$ cat src/source/dvm_scale_pkg.sv
/*
 * Measurement arithmetic for the voltmeter
 * ADC code width, input span and calibration length
 */
`default_nettype none

package dvm_scale_pkg;

    // --------------------
    // ADC side
    // --------------------
    localparam int ad_width = 8;     // Default ADC code width, also zero code width

    // Full input span in centivolts, 2^ad_width codes cover 10.00 V
    localparam int span_cv = 1000;

    // --------------------
    // Zero-volt calibration
    // --------------------
    localparam int cal_shift = 4;    // log2 of sample count, 16 samples

endpackage

`default_nettype wire

$ cat src/source/dvm_reading_pkg.sv
/*
 * Reading format of the voltmeter
 * One BCD digit type and the digit count of a reading
 */
`default_nettype none

package dvm_reading_pkg;

    // --------------------
    // Digits
    // --------------------
    typedef logic [3:0] bcd_digit_t;     // 0 to 9 only

    // Tens, units, tenths, hundredths
    localparam int reading_digits = 4;

    // Sign and over-range travel as plain bits
    // next to the digits, no struct here

endpackage

`default_nettype wire

$ cat src/source/voltage_calibrator.sv
/*
 * Zero-volt calibrator
 * Sums the first 2^cal_shift samples after reset with the input
 * at 0 V and holds their average as the zero code
 */
`timescale 1ns/1ps
`default_nettype none

module voltage_calibrator
    import dvm_scale_pkg::*;
#(
    parameter int WIDTH = ad_width
) (
    input  wire              sys_clk,
    input  wire              sys_rst_n,
    input  wire              sample_en,   // One cycle per ADC sample
    input  wire  [WIDTH-1:0] ad_data,
    output logic             cal_done,    // Stays high once set
    output logic [WIDTH-1:0] zero_code    // Average code at 0 V
);

    localparam int ACC_W = WIDTH + cal_shift;

    logic [cal_shift-1:0] smp_cnt;       // Samples taken so far
    logic [ACC_W-1:0]     acc;           // Running sum
    logic [ACC_W-1:0]     acc_next;

    // Sum including the current sample
    assign acc_next = acc + ACC_W'(ad_data);

    // --------------------
    // Accumulate then freeze
    // --------------------
    always_ff @(posedge sys_clk or negedge sys_rst_n) begin
        if (!sys_rst_n) begin
            smp_cnt   <= '0;
            acc       <= '0;
            cal_done  <= 1'b0;
            zero_code <= '0;
        end else if (sample_en && !cal_done) begin
            smp_cnt <= smp_cnt + 1'b1;
            acc     <= acc_next;
            if (&smp_cnt) begin          // Last sample of the window
                cal_done  <= 1'b1;
                // Divide by 2^cal_shift, truncated
                zero_code <= acc_next[ACC_W-1 -: WIDTH];
            end
        end
    end

endmodule

`default_nettype wire

$ cat src/source/voltage_data.sv
/*
 * Conversion pipeline, ADC code to signed BCD reading
 * Stage 1 offset correction, stage 2 scaling to centivolts,
 * stage 3 double-dabble, one stage per sample strobe
 */
`timescale 1ns/1ps
`default_nettype none

module voltage_data
    import dvm_scale_pkg::*;
    import dvm_reading_pkg::*;
#(
    parameter int WIDTH = ad_width
) (
    input  wire              sys_clk,
    input  wire              sys_rst_n,
    input  wire              sample_en,
    input  wire              cal_done,    // Zero code is valid
    input  wire  [WIDTH-1:0] zero_code,
    input  wire  [WIDTH-1:0] ad_data,
    input  wire              ad_otr,      // Input out of range
    output logic             conv_valid,  // Reading leaves stage 3
    output logic             sign,        // 1 for negative
    output logic             over,
    output bcd_digit_t       tens,
    output bcd_digit_t       units,
    output bcd_digit_t       tenths,
    output bcd_digit_t       hundredths
);

    localparam int MAG_MAX = 10 ** reading_digits - 1;       // 9999
    localparam int MAG_W   = $clog2(10 ** reading_digits);   // Holds MAG_MAX
    localparam int BCD_W   = 4 * reading_digits;
    localparam int PROD_W  = WIDTH + $clog2(span_cv + 1);

    // Stage valid bits
    logic s1_valid, s2_valid, s3_valid;

    // Stage payload
    logic             s1_sign, s1_over;
    logic [WIDTH-1:0] s1_diff;           // Code distance from zero
    logic             s2_sign, s2_over;
    logic [MAG_W-1:0] s2_mag;            // Centivolts
    logic [PROD_W-1:0] product;
    logic [MAG_W-1:0]  scaled;
    logic              below;

    // Binary to BCD, shift and add 3
    function automatic logic [BCD_W-1:0] to_bcd(input logic [MAG_W-1:0] bin);
        logic [BCD_W-1:0] bcd;
        bcd = '0;
        for (int i = MAG_W - 1; i >= 0; i--) begin
            for (int d = 0; d < reading_digits; d++) begin
                if (bcd[4*d +: 4] > 4'd4)
                    bcd[4*d +: 4] = bcd[4*d +: 4] + 4'd3;
            end
            bcd = {bcd[BCD_W-2:0], bin[i]};
        end
        return bcd;
    endfunction

    assign below   = (ad_data < zero_code);
    assign product = PROD_W'(s1_diff) * PROD_W'(span_cv);
    assign scaled  = MAG_W'(product >> WIDTH);   // diff * span / 2^WIDTH

    // --------------------
    // Valid chain
    // --------------------
    always_ff @(posedge sys_clk or negedge sys_rst_n) begin
        if (!sys_rst_n) begin
            s1_valid <= 1'b0;
            s2_valid <= 1'b0;
            s3_valid <= 1'b0;
        end else if (sample_en) begin
            s1_valid <= cal_done;    // Nothing enters before calibration
            s2_valid <= s1_valid;
            s3_valid <= s2_valid;
        end
    end

    // --------------------
    // Data path
    // --------------------
    always_ff @(posedge sys_clk) begin
        if (sample_en) begin
            s1_sign <= below;        // Stage 1
            s1_diff <= below ? zero_code - ad_data : ad_data - zero_code;
            s1_over <= ad_otr;
            s2_sign <= s1_sign;      // Stage 2
            s2_over <= s1_over;
            s2_mag  <= s1_over ? MAG_W'(MAG_MAX) : scaled;
            sign    <= s2_sign;      // Stage 3
            over    <= s2_over;
            {tens, units, tenths, hundredths} <= to_bcd(s2_mag);
        end
    end

    // Result leaves stage 3 on the next strobe
    assign conv_valid = sample_en && s3_valid;

endmodule

`default_nettype wire

$ cat src/source/reading_sender.sv
/*
 * Reading sender with credit-based flow control
 * Keeps only the newest reading, sends one per credit
 */
`timescale 1ns/1ps
`default_nettype none

module reading_sender
    import dvm_reading_pkg::*;
#(
    parameter int CREDITS = 4            // Initial credits, 1 to 15
) (
    input  wire              sys_clk,
    input  wire              sys_rst_n,
    input  wire              conv_valid,
    input  wire              sign,
    input  wire              over,
    input  wire  bcd_digit_t tens,
    input  wire  bcd_digit_t units,
    input  wire  bcd_digit_t tenths,
    input  wire  bcd_digit_t hundredths,
    input  wire              rd_credit,   // One credit back per pulse
    output logic             rd_valid,
    output logic             rd_sign,
    output logic             rd_over,
    output bcd_digit_t       rd_tens,
    output bcd_digit_t       rd_units,
    output bcd_digit_t       rd_tenths,
    output bcd_digit_t       rd_hundredths
);

    logic [3:0] credits;                 // Up to 15 outstanding
    logic       full;                    // Hold register has a reading
    logic       send;

    logic       hold_sign, hold_over;
    bcd_digit_t hold_tens, hold_units, hold_tenths, hold_hundredths;

    assign send = full && (credits != 4'd0);

    // --------------------
    // Credits and full flag
    // --------------------
    always_ff @(posedge sys_clk or negedge sys_rst_n) begin
        if (!sys_rst_n) begin
            credits  <= 4'(CREDITS);
            full     <= 1'b0;
            rd_valid <= 1'b0;
        end else begin
            credits  <= credits + {3'b000, rd_credit} - {3'b000, send};
            rd_valid <= send;
            if (conv_valid)
                full <= 1'b1;            // Newer reading, overwrite
            else if (send)
                full <= 1'b0;
        end
    end

    // Newest reading and outgoing copy
    always_ff @(posedge sys_clk) begin
        if (conv_valid) begin
            hold_sign       <= sign;
            hold_over       <= over;
            hold_tens       <= tens;
            hold_units      <= units;
            hold_tenths     <= tenths;
            hold_hundredths <= hundredths;
        end
        if (send) begin
            rd_sign       <= hold_sign;
            rd_over       <= hold_over;
            rd_tens       <= hold_tens;
            rd_units      <= hold_units;
            rd_tenths     <= hold_tenths;
            rd_hundredths <= hold_hundredths;
        end
    end

endmodule

`default_nettype wire

$ cat src/source/test_voltage.sv
/*
 * Test voltage generator
 * Triangle ramp 0 to 255 and back for the DAC
 */
`timescale 1ns/1ps
`default_nettype none

module test_voltage #(
    parameter int DA_STEP = 4            // sys_clk cycles per DAC step
) (
    input  wire        sys_clk,
    input  wire        sys_rst_n,
    output logic       da_clk,
    output logic [7:0] da_data
);

    localparam int HALF  = DA_STEP / 2;              // Cycles per da_clk phase
    localparam int CNT_W = (HALF > 1) ? $clog2(HALF) : 1;

    logic [CNT_W-1:0] div_cnt;
    logic             up;                // Ramp direction

    always_ff @(posedge sys_clk or negedge sys_rst_n) begin
        if (!sys_rst_n) begin
            div_cnt <= '0;
            da_clk  <= 1'b0;
            da_data <= 8'd0;
            up      <= 1'b1;
        end else if (div_cnt == CNT_W'(HALF - 1)) begin
            div_cnt <= '0;
            da_clk  <= ~da_clk;
            if (da_clk) begin            // Falling edge, step once
                if (up) begin
                    up      <= (da_data != 8'd254);  // Turn at the top
                    da_data <= da_data + 8'd1;
                end else begin
                    up      <= (da_data == 8'd1);    // Turn at zero
                    da_data <= da_data - 8'd1;
                end
            end
        end else begin
            div_cnt <= div_cnt + 1'b1;
        end
    end

endmodule

`default_nettype wire

$ cat src/source/top_dvm.sv
/*
 * Digital voltmeter top level
 * ADC clock and sample strobe, zero-volt calibration, conversion,
 * credit-based reading port and DAC test ramp
 */
`timescale 1ns/1ps
`default_nettype none

module top_dvm
    import dvm_scale_pkg::*;
    import dvm_reading_pkg::*;
#(
    parameter int WIDTH   = ad_width,
    parameter int CREDITS = 4,
    parameter int DA_STEP = 4
) (
    input  wire              sys_clk,
    input  wire              sys_rst_n,
    input  wire  [WIDTH-1:0] ad_data,
    input  wire              ad_otr,
    input  wire              rd_credit,
    output logic             ad_clk,       // sys_clk / 2 to the ADC pin
    output logic             rd_valid,
    output logic             rd_sign,
    output logic             rd_over,
    output bcd_digit_t       rd_tens,
    output bcd_digit_t       rd_units,
    output bcd_digit_t       rd_tenths,
    output bcd_digit_t       rd_hundredths,
    output logic             cal_done,
    output logic             da_clk,
    output logic [7:0]       da_data
);

    logic             sample_en;
    logic [WIDTH-1:0] zero_code;
    logic             conv_valid;
    logic             sign, over;
    bcd_digit_t       tens, units, tenths, hundredths;

    // --------------------
    // ADC clock and strobe
    // --------------------
    always_ff @(posedge sys_clk or negedge sys_rst_n) begin
        if (!sys_rst_n)
            ad_clk <= 1'b0;
        else
            ad_clk <= ~ad_clk;
    end

    assign sample_en = ~ad_clk;          // High on the cycle ad_clk rises

    voltage_calibrator #(.WIDTH(WIDTH)) u_voltage_calibrator (
        .sys_clk   (sys_clk),
        .sys_rst_n (sys_rst_n),
        .sample_en (sample_en),
        .ad_data   (ad_data),
        .cal_done  (cal_done),
        .zero_code (zero_code)
    );

    voltage_data #(.WIDTH(WIDTH)) u_voltage_data (
        .sys_clk    (sys_clk),
        .sys_rst_n  (sys_rst_n),
        .sample_en  (sample_en),
        .cal_done   (cal_done),
        .zero_code  (zero_code),
        .ad_data    (ad_data),
        .ad_otr     (ad_otr),
        .conv_valid (conv_valid),
        .sign       (sign),
        .over       (over),
        .tens       (tens),
        .units      (units),
        .tenths     (tenths),
        .hundredths (hundredths)
    );

    reading_sender #(.CREDITS(CREDITS)) u_reading_sender (
        .sys_clk       (sys_clk),
        .sys_rst_n     (sys_rst_n),
        .conv_valid    (conv_valid),
        .sign          (sign),
        .over          (over),
        .tens          (tens),
        .units         (units),
        .tenths        (tenths),
        .hundredths    (hundredths),
        .rd_credit     (rd_credit),
        .rd_valid      (rd_valid),
        .rd_sign       (rd_sign),
        .rd_over       (rd_over),
        .rd_tens       (rd_tens),
        .rd_units      (rd_units),
        .rd_tenths     (rd_tenths),
        .rd_hundredths (rd_hundredths)
    );

    // DAC ramp for the analog loop
    test_voltage #(.DA_STEP(DA_STEP)) u_test_voltage (
        .sys_clk   (sys_clk),
        .sys_rst_n (sys_rst_n),
        .da_clk    (da_clk),
        .da_data   (da_data)
    );

endmodule

`default_nettype wire

$ cat config.mk
export PLATFORM = sky130hd
export DESIGN_NAME = top_dvm
export DESIGN_NICKNAME = d
export VERILOG_FILES = /design/src/source/dvm_scale_pkg.sv /design/src/source/dvm_reading_pkg.sv /design/src/source/voltage_calibrator.sv /design/src/source/voltage_data.sv /design/src/source/reading_sender.sv /design/src/source/test_voltage.sv /design/src/source/top_dvm.sv
export SDC_FILE = /design/constraint.sdc
export NUM_CORES = 1
export LEC_CHECK = 0
export ABC_AREA = 1
export BUFFER_PORTS_ARGS = -buffer_cell sky130_fd_sc_hd__buf_2
export CAP_MARGIN = 10
export CORE_MARGIN = 1.5
export CORE_UTILIZATION = 47
export CTS_BUF_LIST = sky130_fd_sc_hd__clkbuf_4
export CTS_CLUSTER_DIAMETER = 80
export DETAILED_ROUTE_END_ITERATION = 10
export HOLD_SLACK_MARGIN = 0.02
export PLACE_DENSITY = 0.66
export SLEW_MARGIN = 15
export SYNTH_ARGS = -nofsm -noshare
export SYNTH_HDL_FRONTEND = slang
export SYNTH_HIERARCHICAL = 1
export SYNTH_SLANG_ARGS = --single-unit
$ cat constraint.sdc
create_clock -name sys_clk -period 6.4 [get_ports sys_clk]
set_clock_uncertainty 0.15 [all_clocks]
set_input_delay 1.92 -clock sys_clk [delete_from_list [all_inputs] [get_ports sys_clk]]
set_output_delay 1.92 -clock sys_clk [all_outputs]
set_load 0.005 [all_outputs]
Word level (Yosys, flattened, before mapping)
Cells that the tools add are included.
{"block": "totals", "regBits": 126, "output_inout_bits": 30}
{"block": "classes", "muxes": 55, "order_cmp": 27, "bitwise": 2, "n_reduce_logical": 8, "n_eq_ne": 2, "n_mul": 1, "add_sub_neg": 35}
{"op": "4-bit 2-to-1 mux", "count": 45}
{"op": "4-bit by 3-bit greater-than comparator with 1-bit output, second input constant", "count": 22}
{"op": "4-bit by 2-bit adder with 4-bit output, second input constant", "count": 21}
{"op": "8-bit 2-to-1 mux", "count": 2}
{"op": "8-bit subtractor", "count": 2}
{"op": "8-bit by 7-bit multiplier with 15-bit output, second input constant", "count": 1}
{"op": "14-bit 2-to-1 mux", "count": 1}
{"op": "12-bit by 8-bit adder with 12-bit output", "count": 1}
{"op": "3-bit by 2-bit adder with 4-bit output, second input constant", "count": 3}
{"op": "3-bit greater-than comparator, second input constant", "count": 4}
{"op": "3-bit 2-to-1 mux", "count": 3}
{"op": "8-bit by 1-bit adder with 8-bit output, second input constant", "count": 1}
{"op": "8-bit by 1-bit == test with 1-bit output, second input constant", "count": 1}
{"op": "8-bit less-than comparator", "count": 1}
{"op": "8-bit inequality test, second input constant", "count": 1}
{"op": "8-bit by 1-bit subtractor with 8-bit output, second input constant", "count": 1}
{"op": "3-bit by 2-bit adder with 3-bit output, second input constant", "count": 2}
{"op": "5-bit AND reduction", "count": 1}
{"op": "4-bit by 1-bit adder with 4-bit output", "count": 1}
{"op": "4-bit by 1-bit adder with 4-bit output, second input constant", "count": 1}
{"op": "1-bit 2-to-1 mux", "count": 4}
{"op": "4-bit nonzero test", "count": 1}
{"op": "4-bit by 1-bit subtractor with 4-bit output", "count": 1}
{"op": "1-bit logical AND", "count": 3}
{"op": "5 further kinds", "count": 6}

Longest topological paths before layout
Gate-level depths: netlist of run 1.
{"block": "depth", "word_depth": 32, "mapped_depth": 45, "mapped_depth_nobuf": 45}

Modules after synthesis
Netlist of run 1, hierarchy kept.
{"mod": "voltage_data", "area_per_inst_um2": 5356.4, "cells_per_inst": 672, "seq_area_each_um2": 1276.2, "instances": 1}
{"mod": "voltage_calibrator", "area_per_inst_um2": 1515.2, "cells_per_inst": 201, "seq_area_each_um2": 625.6, "instances": 1}
{"mod": "reading_sender", "area_per_inst_um2": 1426.4, "cells_per_inst": 73, "seq_area_each_um2": 1232.4, "instances": 1}
{"mod": "test_voltage", "area_per_inst_um2": 680.7, "cells_per_inst": 86, "seq_area_each_um2": 276.5, "instances": 1}
{"mod": "top_dvm", "area_per_inst_um2": 28.8, "cells_per_inst": 2, "seq_area_each_um2": 25.0, "instances": 1}

Least setup slack after synthesis of run 1
OpenSTA, ideal clock, no wires.
{"block": "synth_timing", "path_type": "reg-to-reg", "from": "register u_voltage_data.s1_diff[2]", "to": "register u_voltage_data.s2_mag[9] (data pin)", "path_stages_with_launch": 28, "required_ns": 5.996, "n_path_buf": 0, "setup_slack_ns": 1.182, "synth_period_minus_slack_ns": 5.218, "arrival_ns": 4.814, "setup_ns": 0.254, "path_cell_list": "edfxtp_1 fa_1 inv_1 fa_1 fa_1 inv_1 fa_1 ha_1 a21oi_1 inv_1 a21oi_1 inv_1 a21oi_1 inv_1 nand2_1 inv_1 o21a_1 nor2_1 inv_1 nand2_1 inv_1 or2_2 nand2_1 nand2_1 a21oi_1 nor2_1 nor2_1 nand2_1"}
{"block": "synth_between", "elab_chain_cells": 1}
{"element": "from (decl)", "line": "voltage_data.sv:41", "source": "logic [WIDTH-1:0] s1_diff;"}
{"element": "from (signal assigned)", "line": "voltage_data.sv:87", "source": "s1_diff <= below ? zero_code - ad_data : ad_data - zero_code;"}
{"element": "8-bit by 7-bit multiplier with 15-bit output", "line": "voltage_data.sv:63", "source": "assign product = PROD_W'(s1_diff) * PROD_W'(span_cv);"}
{"element": "to (signal assigned)", "line": "voltage_data.sv:91", "source": "s2_mag <= s1_over ? MAG_W'(MAG_MAX) : scaled;"}
{"element": "to (decl)", "line": "voltage_data.sv:43", "source": "logic [MAG_W-1:0] s2_mag;"}
Every way passes these cells.
A chain may end at the register's enable or synchronous reset.

Final worst setup path of run 1
{"block": "layout_timing", "from": "register u_voltage_data.s2_mag[10]", "to": "register u_voltage_data.tens[2] (data pin)"}
{"block": "layout_between", "elab_chain_cells": 29, "elab_cells_between_ends": 75, "cone_classes": "add/sub: 19; order compare: 19; mux: 37"}
{"element": "4-bit by 2-bit adder with 4-bit output / 4-bit by 3-bit greater-than comparator with 1-bit output (equally long branches)", "line": "voltage_data.sv:55, voltage_data.sv:54"}
{"element": "4-bit 2-to-1 mux *", "line": "voltage_data.sv:54", "source": "if (bcd[4*d +: 4] > 4'd4)"}
{"element": "4-bit 2-to-1 mux *", "line": "voltage_data.sv:85", "source": "if (sample_en) begin"}
{"element": "4-bit by 2-bit adder with 4-bit output / 4-bit by 3-bit greater-than comparator with 1-bit output (equally long branches)", "line": "voltage_data.sv:55, voltage_data.sv:54"}
{"element": "4-bit 2-to-1 mux", "line": "voltage_data.sv:54"}
{"element": "4-bit 2-to-1 mux", "line": "voltage_data.sv:85"}
{"element": "4-bit by 2-bit adder with 4-bit output (tied with other cells)", "line": "voltage_data.sv:55", "source": "bcd[4*d +: 4] = bcd[4*d +: 4] + 4'd3;"}
{"element": "4-bit 2-to-1 mux", "line": "voltage_data.sv:54"}
{"element": "[13 not listed]"}
{"element": "4-bit by 2-bit adder with 4-bit output / 4-bit by 3-bit greater-than comparator with 1-bit output (equally long branches)", "line": "voltage_data.sv:55, voltage_data.sv:54"}
{"element": "4-bit 2-to-1 mux", "line": "voltage_data.sv:54"}
{"element": "4-bit 2-to-1 mux", "line": "voltage_data.sv:85"}
{"element": "4-bit by 2-bit adder with 4-bit output (tied with other cells)", "line": "voltage_data.sv:55"}
{"element": "4-bit 2-to-1 mux / 3-bit 2-to-1 mux (equally long branches)", "line": "voltage_data.sv:54"}
{"element": "4-bit 2-to-1 mux / 3-bit 2-to-1 mux (equally long branches)", "line": "voltage_data.sv:85"}
{"element": "4-bit by 3-bit greater-than comparator with 1-bit output / 3-bit by 2-bit adder with 3-bit output (equally long branches)", "line": "voltage_data.sv:54, voltage_data.sv:55"}
{"element": "3-bit 2-to-1 mux *", "line": "voltage_data.sv:54"}
{"element": "to (signal assigned)", "line": "voltage_data.sv:94", "source": "{tens, units, tenths, hundredths} <= to_bcd(s2_mag);"}
{"element": "to (decl)", "line": "voltage_data.sv:25", "source": "output bcd_digit_t tens,"}
Every way passes the cells marked *; elsewhere a longest branch is shown, timed or not. The select of a mux whose other input is x is not followed.

==> impl_results.md, run 1 <==
* Setup violators final at 0
* Die Wd at 141 um
* Number of port buffers at 41
* Met3 usage at 0.0341
* Worst hold path type: reg -> reg
* Vias/cell at 4.76
* Ys flop type: edfxtp_1
* CTS buffer count at 17
* Core area at 18800 um^2
* Footprint of the multi-input gates at 4870 um^2
* Fin area at 9760 um^2
* CTS tree: built
* Synthesized area per cell at 8.71 um^2
* Least-Margin Pin Slew at 1.06 ns
* Synth Cell Area at 9010 um^2
* Worst IR drop on VDD at 673 uV
* Hold path start: u_voltage_data/sign$_DFFE_PP_
* Layout cell share with drive strength beyond 1 at 0.156
* Status: completed
* Starting Density at 0.480
* Leak Pwr at 5.04 nW
* CTS hold repair buffers at 0
* Worst-path clk slew at 0.12 ns
* Post-DP Area at 9500 um^2
* I/O Pins at 42
* Number of global-route vias before repair at 6020
* Element type at the critical path end: flop
* Nets at 1222
* Max Fclk at 0.180 GHz
* Drt first pass iters at 5
* Met1 Use GR at 0.212
* Initial antenna violation count at 1
* WHS Path Cells at 0
* CP arrival at 5.70 ns
* GR Util All Layers at 0.160
* Max Cap Viol at 0
* Fin util at 0.520
* RR Endpoint: u_voltage_data/tens[2]$_DFFE_PP_
* Synth unique cells at 51
* R2R Setup Slk at 0.84 ns
* Worst Hold Endpoint: u_reading_sender/hold_sign$_DFFE_PP_
* WL per Instance at 10.8 um
* Startpoint types: flop
* GR Util met2 at 0.259
* Number of synthesized flops with an enable pin at 76
* Pwr/cell area at 551 nW/um^2
* Minimum clock period at 5.56 ns
* Post-route ant nets at 0
* DRC at 0
* RePlAce Congestion at 0.790
* First-pass GRT wire length at 26100 um
* Row cnt at 50
* Post-CTS resize count at 0
* Worst R2R Path Depth at 31
* H-tree lvl count at 4
* Final hold violation count at 0
* Layout area overhead at 8.31%
* Total via count after detailed routing at 6385
* Setup TNS at 0 ns
* DR iter-0 viols at 249
* Root Buffer: clkbuf_4
* Worst skew pair latency at 0.55 ns
* Reg2reg start: u_voltage_data/s2_mag[10]$_DFFE_PP_
* Largest net degree at the start of global routing at 49
* Final HPWL DP at 11000 um
* GR peak layer: met2
* Slew Limit Fails at 0
* Most common cell on crit path: nand2_1
* CP max FO at 7
* Synth warnings at 6
* Slew margin rel. at 0.290
* Slowest CP cell: edfxtp_1
* Post-synth ARST share at 0.377
* Clock tree sinks at 122
* Mapped Nets at 1164
* Reg area at 3440 um^2
* Die Area at 20000 um^2
* Clock Path Buffers at 2
* GRT overflow at 0
* Die height at 141 um
* Fin crit share at 0.869
* RSZ-0062 raised after global routing: no
* Yosys reg bits at 122
* Fill cells at 1766
* Cells after synthesis at 1034
* Worst path max stage delay at 0.52 ns
* Final wirelength at 14500 um
* Critical Path RT at 6.54 ns
* # Post-CTS Setup Buffers at 0
* Register area share after synthesis at 0.381
* CP Class: reg -> reg
-- report_power, final --
group / total, mW / switching, mW / internal, mW / leakage [nW]
clock network: 0.508 / 0.316 / 0.191 / 0.141
logic: 3.60 / 1.98 / 1.62 / 3.66
registers: 1.27 / 0.135 / 1.13 / 1.23
total: 5.38 / 2.43 / 2.94 / 5.04
-- synth_stat cells, types with 2 or more instances --
library cell / number / area [um^2]
a211oi_1: 2 / 15.0
a21o_1: 3 / 22.5
a21oi_1: 23 / 115
and2_1: 2 / 12.5
dfrtp_1: 44 / 1100
dfstp_2: 2 / 52.6
edfxtp_1: 76 / 2280
fa_1: 26 / 521
ha_1: 92 / 1150
inv_1: 166 / 623
inv_2: 13 / 48.8
inv_4: 2 / 12.5
mux2i_1: 4 / 40.0
nand2_1: 273 / 1020
nand2_2: 34 / 213
nand2_4: 13 / 146
nand3_1: 83 / 415
nand3_2: 8 / 80.1
nand3_4: 3 / 52.6
nand3b_1: 9 / 67.6
nand4_1: 11 / 68.8
nor2_1: 42 / 158
nor2_2: 5 / 31.3
nor3_1: 2 / 10.0
o211ai_1: 3 / 22.5
o21ai_0: 24 / 120
o21ai_1: 9 / 45.0
o21ai_2: 4 / 35.0
o21bai_1: 3 / 22.5
o221ai_1: 3 / 26.3
or2_2: 3 / 18.8
xnor2_1: 10 / 87.6
xor2_1: 19 / 166
-- placed cells by master (no fill, tap or decap), drive strengths merged --
cell / synthesis / final
nand3: 94 / 94
nor3b: 1 / 1
and2: 2 / 2
dfstp: 2 / 2
o221ai: 3 / 3
o31ai: 1 / 1
ha: 92 / 92
a21boi: 1 / 1
xnor2: 10 / 10
o21bai: 5 / 5
diode: 0 / 1
mux2: 1 / 1
clkinv: 0 / 11
nand2: 321 / 321
nor3: 3 / 3
dfrtp: 44 / 44
buf: 3 / 42
nand3b: 10 / 10
a211oi: 2 / 2
o211ai: 3 / 3
clkbuf: 0 / 17
inv: 181 / 182
a31oi: 1 / 1
clkinvlp: 0 / 2
o21a: 1 / 1
fa: 26 / 26
edfxtp: 76 / 76
or2: 4 / 4
nor2: 48 / 48
a21oi: 24 / 24
bufinv: 0 / 1
a21o: 3 / 3
mux2i: 4 / 4
nand4: 11 / 11
xor2: 20 / 20
o21ai: 37 / 37
-- stage by stage --
stage          std cells  worst slack, ns  total power [mW]  hold WS [ns]
2_1_floorplan       1034             1.18              4.27         0.250
3_3_place_gp        1307             1.01              4.86         0.251
3_5_place_dp        1307            0.882              4.87         0.255
4_1_cts             1339            0.844              5.46         0.265
5_1_grt             1340            0.319              6.14         0.270
6_report            1340            0.840              5.38         0.266
-- per-layer routing --
metal	share of wire	routed length, um	vias to the layer above
li1	-	-	3449
met1	0.51	7370	2863
met2	0.46	6680	63
met3	0.023	327	10
met4	0.0097	141	0
met5	0	0	-
-- cells by family (layout without fill, tap and decap cells) --
| group | count (synthesis) | count (layout) | share of synthesized area |
|---|---|---|---|
| AND/OR/NAND/NOR | 494 | 494 | 0.263 |
| buffers and inverters | 184 | 255 | 0.0786 |
| flip-flops | 122 | 122 | 0.381 |
| adder cells (fa/ha/maj) | 118 | 118 | 0.186 |
| AO/OA/AOI/OAI | 81 | 81 | 0.0554 |
| XOR/XNOR | 30 | 30 | 0.0300 |
| multiplexers | 5 | 5 | 0.00570 |
| other | 0 | 1 | 0 |
-- critical path, delay by kind of cell, from the launching register on --
family          cells  cell delay (ns)
compound gates      3             0.73
buf+inv             6             0.45
fa+ha+maj           6             1.52
mux                 1             0.13
simple gates       15             1.83
flops               1             0.52
-- sequential cells by signal (all words and copies together), names as in the netlist, 8 cells and up --
| name | count |
|---|---|
| u_voltage_calibrator/acc | 12 |
| u_voltage_data/s2_mag | 11 |
| u_test_voltage/da_data | 8 |
| u_voltage_data/s1_diff | 8 |
| u_voltage_calibrator/zero_code | 8 |
-- area by class of cell --
type	count	share of cell area
inverter	181	0.0702
tap	234	0.0300
clock buffer	17	0.0131
multi-input combinational	728	0.499
clock inverter	15	0.0131
sequential	122	0.352
timing repair buffer	42	0.0221
antenna	1	0.000257
-- how the worst max path moves through the flow --
| stage | from | end | cells past startpoint |
|---|---|---|---|
| floorplan | u_voltage_data/s1_diff[2]$_DFFE_PP_ | u_voltage_data/s2_mag[9]$_SDFFCE_PP1P_ | 27 |
| global placement | u_voltage_data/s1_diff[2]$_DFFE_PP_ | u_voltage_data/s2_mag[9]$_SDFFCE_PP1P_ | 27 |
| detailed placement | u_voltage_data/s2_mag[10]$_DFFE_PP_ | u_voltage_data/tens[2]$_DFFE_PP_ | 31 |
| CTS | u_voltage_data/s2_mag[10]$_DFFE_PP_ | u_voltage_data/tens[2]$_DFFE_PP_ | 31 |
| global route | u_voltage_data/s2_mag[10]$_DFFE_PP_ | u_voltage_data/tens[0]$_DFFE_PP_ | 34 |
| finish | u_voltage_data/s2_mag[10]$_DFFE_PP_ | u_voltage_data/tens[2]$_DFFE_PP_ | 31 |
Power figures use the tool's default switching activity.
==> run 2: changes to the inputs <==
Settings changed: CORE_MARGIN 1.5 to 4, PLACE_DENSITY 0.66 to default, PLACE_DENSITY_LB_ADDON from default to 0.3.
Clock period 6.4 ns to 6.63 ns, I/O delays scaled along.
==> impl_results.md, run 2 (same netlist as run 1, synthesis figures left out) <==
* Post-DP Area at 9500 um^2 (unchanged)
* Nets at 1222 (unchanged)
* Max Cap Viol at 0 (unchanged)
* Setup TNS at 0 ns (unchanged)
* H-tree lvl count at 4 (unchanged)
* RePlAce Congestion at 0.823 (was 0.790)
* Row cnt at 50 (unchanged)
* Number of port buffers at 41 (unchanged)
* Leak Pwr at 5.09 nW (was 5.04 nW)
* Clock tree sinks at 122 (unchanged)
* Core area at 18800 um^2 (unchanged)
* Slew margin rel. at 0.308 (was 0.290)
* Clock Path Buffers at 2 (unchanged)
* GR Util All Layers at 0.146 (was 0.160)
* Largest regs: u_voltage_calibrator/acc x12, u_voltage_data/s2_mag x11 (unchanged)
* Met3 usage at 0.0313 (was 0.0341)
* Startpoint types: flop (unchanged)
* Biggest register: u_voltage_calibrator/acc (unchanged)
* Die height at 146 um (was 141 um)
* Setup violators final at 0 (unchanged)
* Fin area at 9860 um^2 (was 9760 um^2)
* Slew Limit Fails at 0 (unchanged)
* Number of global-route vias before repair at 6050 (was 6020)
* Pwr/cell area at 546 nW/um^2 (was 551 nW/um^2)
* Layout cell share with drive strength beyond 1 at 0.155 (was 0.156)
* Die Area at 21400 um^2 (was 20000 um^2)
* Die Wd at 146 um (was 141 um)
* GR peak layer: met2 (unchanged)
* Status: completed (unchanged)
* Critical Path RT at 6.77 ns (was 6.54 ns)
* Fin util at 0.526 (was 0.520)
* Final HPWL DP at 11400 um (was 11000 um)
* # Post-CTS Setup Buffers at 0 (unchanged)
* CTS tree: built (unchanged)
* RSZ-0062 raised after global routing: no (unchanged)
* Slowest CP cell: edfxtp_1 (unchanged)
* Starting Density at 0.480 (unchanged)
* Root Buffer: clkbuf_4 (unchanged)
* Drt first pass iters at 4 (was 5)
* Worst path max stage delay at 0.52 ns (about the same)
* Post-route ant nets at 0 (unchanged)
* Total via count after detailed routing at 6449 (was 6385)
* WL per Instance at 11.0 um (was 10.8 um)
* Max reg flops at 12 (unchanged)
* Layout area overhead at 9.50% (was 8.31%)
* Most common cell on crit path: nand2_1 (unchanged)
* Fin crit share at 0.830 (was 0.869)
* Worst skew pair latency at 0.54 ns (was 0.55 ns)
* DR iter-0 viols at 294 (was 249)
* Final hold violation count at 0 (unchanged)
* CP max FO at 7 (unchanged)
* Most common cell after layout, fill and taps aside: nand2_1 (unchanged)
* Minimum clock period at 5.50 ns (was 5.56 ns)
* CTS hold repair buffers at 0 (unchanged)
* Worst-path clk slew at 0.14 ns (was 0.12 ns)
* Worst hold path type: reg -> reg (unchanged)
* First-pass GRT wire length at 26600 um (was 26100 um)
* GRT overflow at 0 (unchanged)
* Largest net degree at the start of global routing at 49 (unchanged)
* CP arrival at 5.64 ns (was 5.70 ns)
* CP Class: reg -> reg (unchanged)
* Element type at the critical path end: flop (unchanged)
* DRC at 0 (unchanged)
* Worst IR drop on VDD at 562 uV (was 673 uV)
* Initial antenna violation count at 1 (unchanged)
* Post-CTS resize count at 0 (unchanged)
* I/O Pins at 42 (unchanged)
* Vias/cell at 4.81 (was 4.76)
* WHS at 0.262 ns (was 0.266 ns)
* Max Fclk at 0.182 GHz (was 0.180 GHz)
* Final wirelength at 14800 um (was 14500 um)
* Most frequent cells in the layout: 273 x nand2_1, 165 x inv_1, 92 x ha_1 (unchanged)
* Total power draw at 5.39 mW (was 5.38 mW)
* GR Util met2 at 0.238 (was 0.259)
* Least-Margin Pin Slew at 1.04 ns (was 1.06 ns)
* Met1 Use GR at 0.198 (was 0.212)
* CTS buffer count at 17 (unchanged)
run 2: power by group:
| group | leakage [nW] | total [mW] | switching (mW) | internal, mW |
|---|---|---|---|---|
| registers | 1.23 | 1.22 | 0.128 | 1.09 |
| logic | 3.67 | 3.52 | 1.94 | 1.58 |
| clock network | 0.185 | 0.647 | 0.302 | 0.345 |
| total | 5.09 | 5.39 | 2.37 | 3.02 |
run 2: per-stage QoR:
step / setup slack [ns] / std cells
global route: 0.504 / 1340
detailed placement: 1.12 / 1307
floorplan: 1.41 / 1034
finish: 1.13 / 1340
global placement: 1.26 / 1307
CTS: 1.06 / 1339
run 2: layout make-up:
type | count | area, um^2
Antenna cell | 1 | 2.50
Multi-Input combinational cell | 728 | 4880
Inverter | 181 | 684
Tap cell | 234 | 293
Fill cell | 1739 | 8900
Sequential cell | 122 | 3440
Clock buffer | 18 | 135
Clock inverter | 14 | 219
Timing Repair Buffer | 42 | 215
run 2: final timing paths:
kind,start,to,slack (ns),depth (start not counted)
min in group asynchronous,sys_rst_n,u_test_voltage/da_data[5]$_DFFE_PN0P_,1.31,1
max in group asynchronous,sys_rst_n,u_voltage_calibrator/zero_code[3]$_DFFE_PN0P_,4.60,1
worst min-delay path,u_reading_sender/hold_units[0]$_DFFE_PP_,u_reading_sender/rd_units[0]$_DFFE_PP_,0.26,0
worst max-delay path,u_voltage_data/s2_mag[10]$_DFFE_PP_,u_voltage_data/tens[1]$_DFFE_PP_,1.13,31
worst min register to register,u_reading_sender/hold_units[0]$_DFFE_PP_,u_reading_sender/rd_units[0]$_DFFE_PP_,0.26,0
worst max register to register,u_voltage_data/s2_mag[10]$_DFFE_PP_,u_voltage_data/tens[1]$_DFFE_PP_,1.13,31
run 2: routing by layer:
layer,wire (um),share of wire
met1,7290,0.49
met2,6910,0.47
met3,459,0.031
met4,140,0.0095
met5,0,0
run 2: critical path: cells and delay by family (launching register included):
family | cells | cell delay (ns)
buf+inv | 6 | 0.46
fa+ha+maj | 6 | 1.52
xor+xnor | 1 | 0.13
flops | 1 | 0.52
simple gates | 15 | 1.75
compound gates | 3 | 0.72
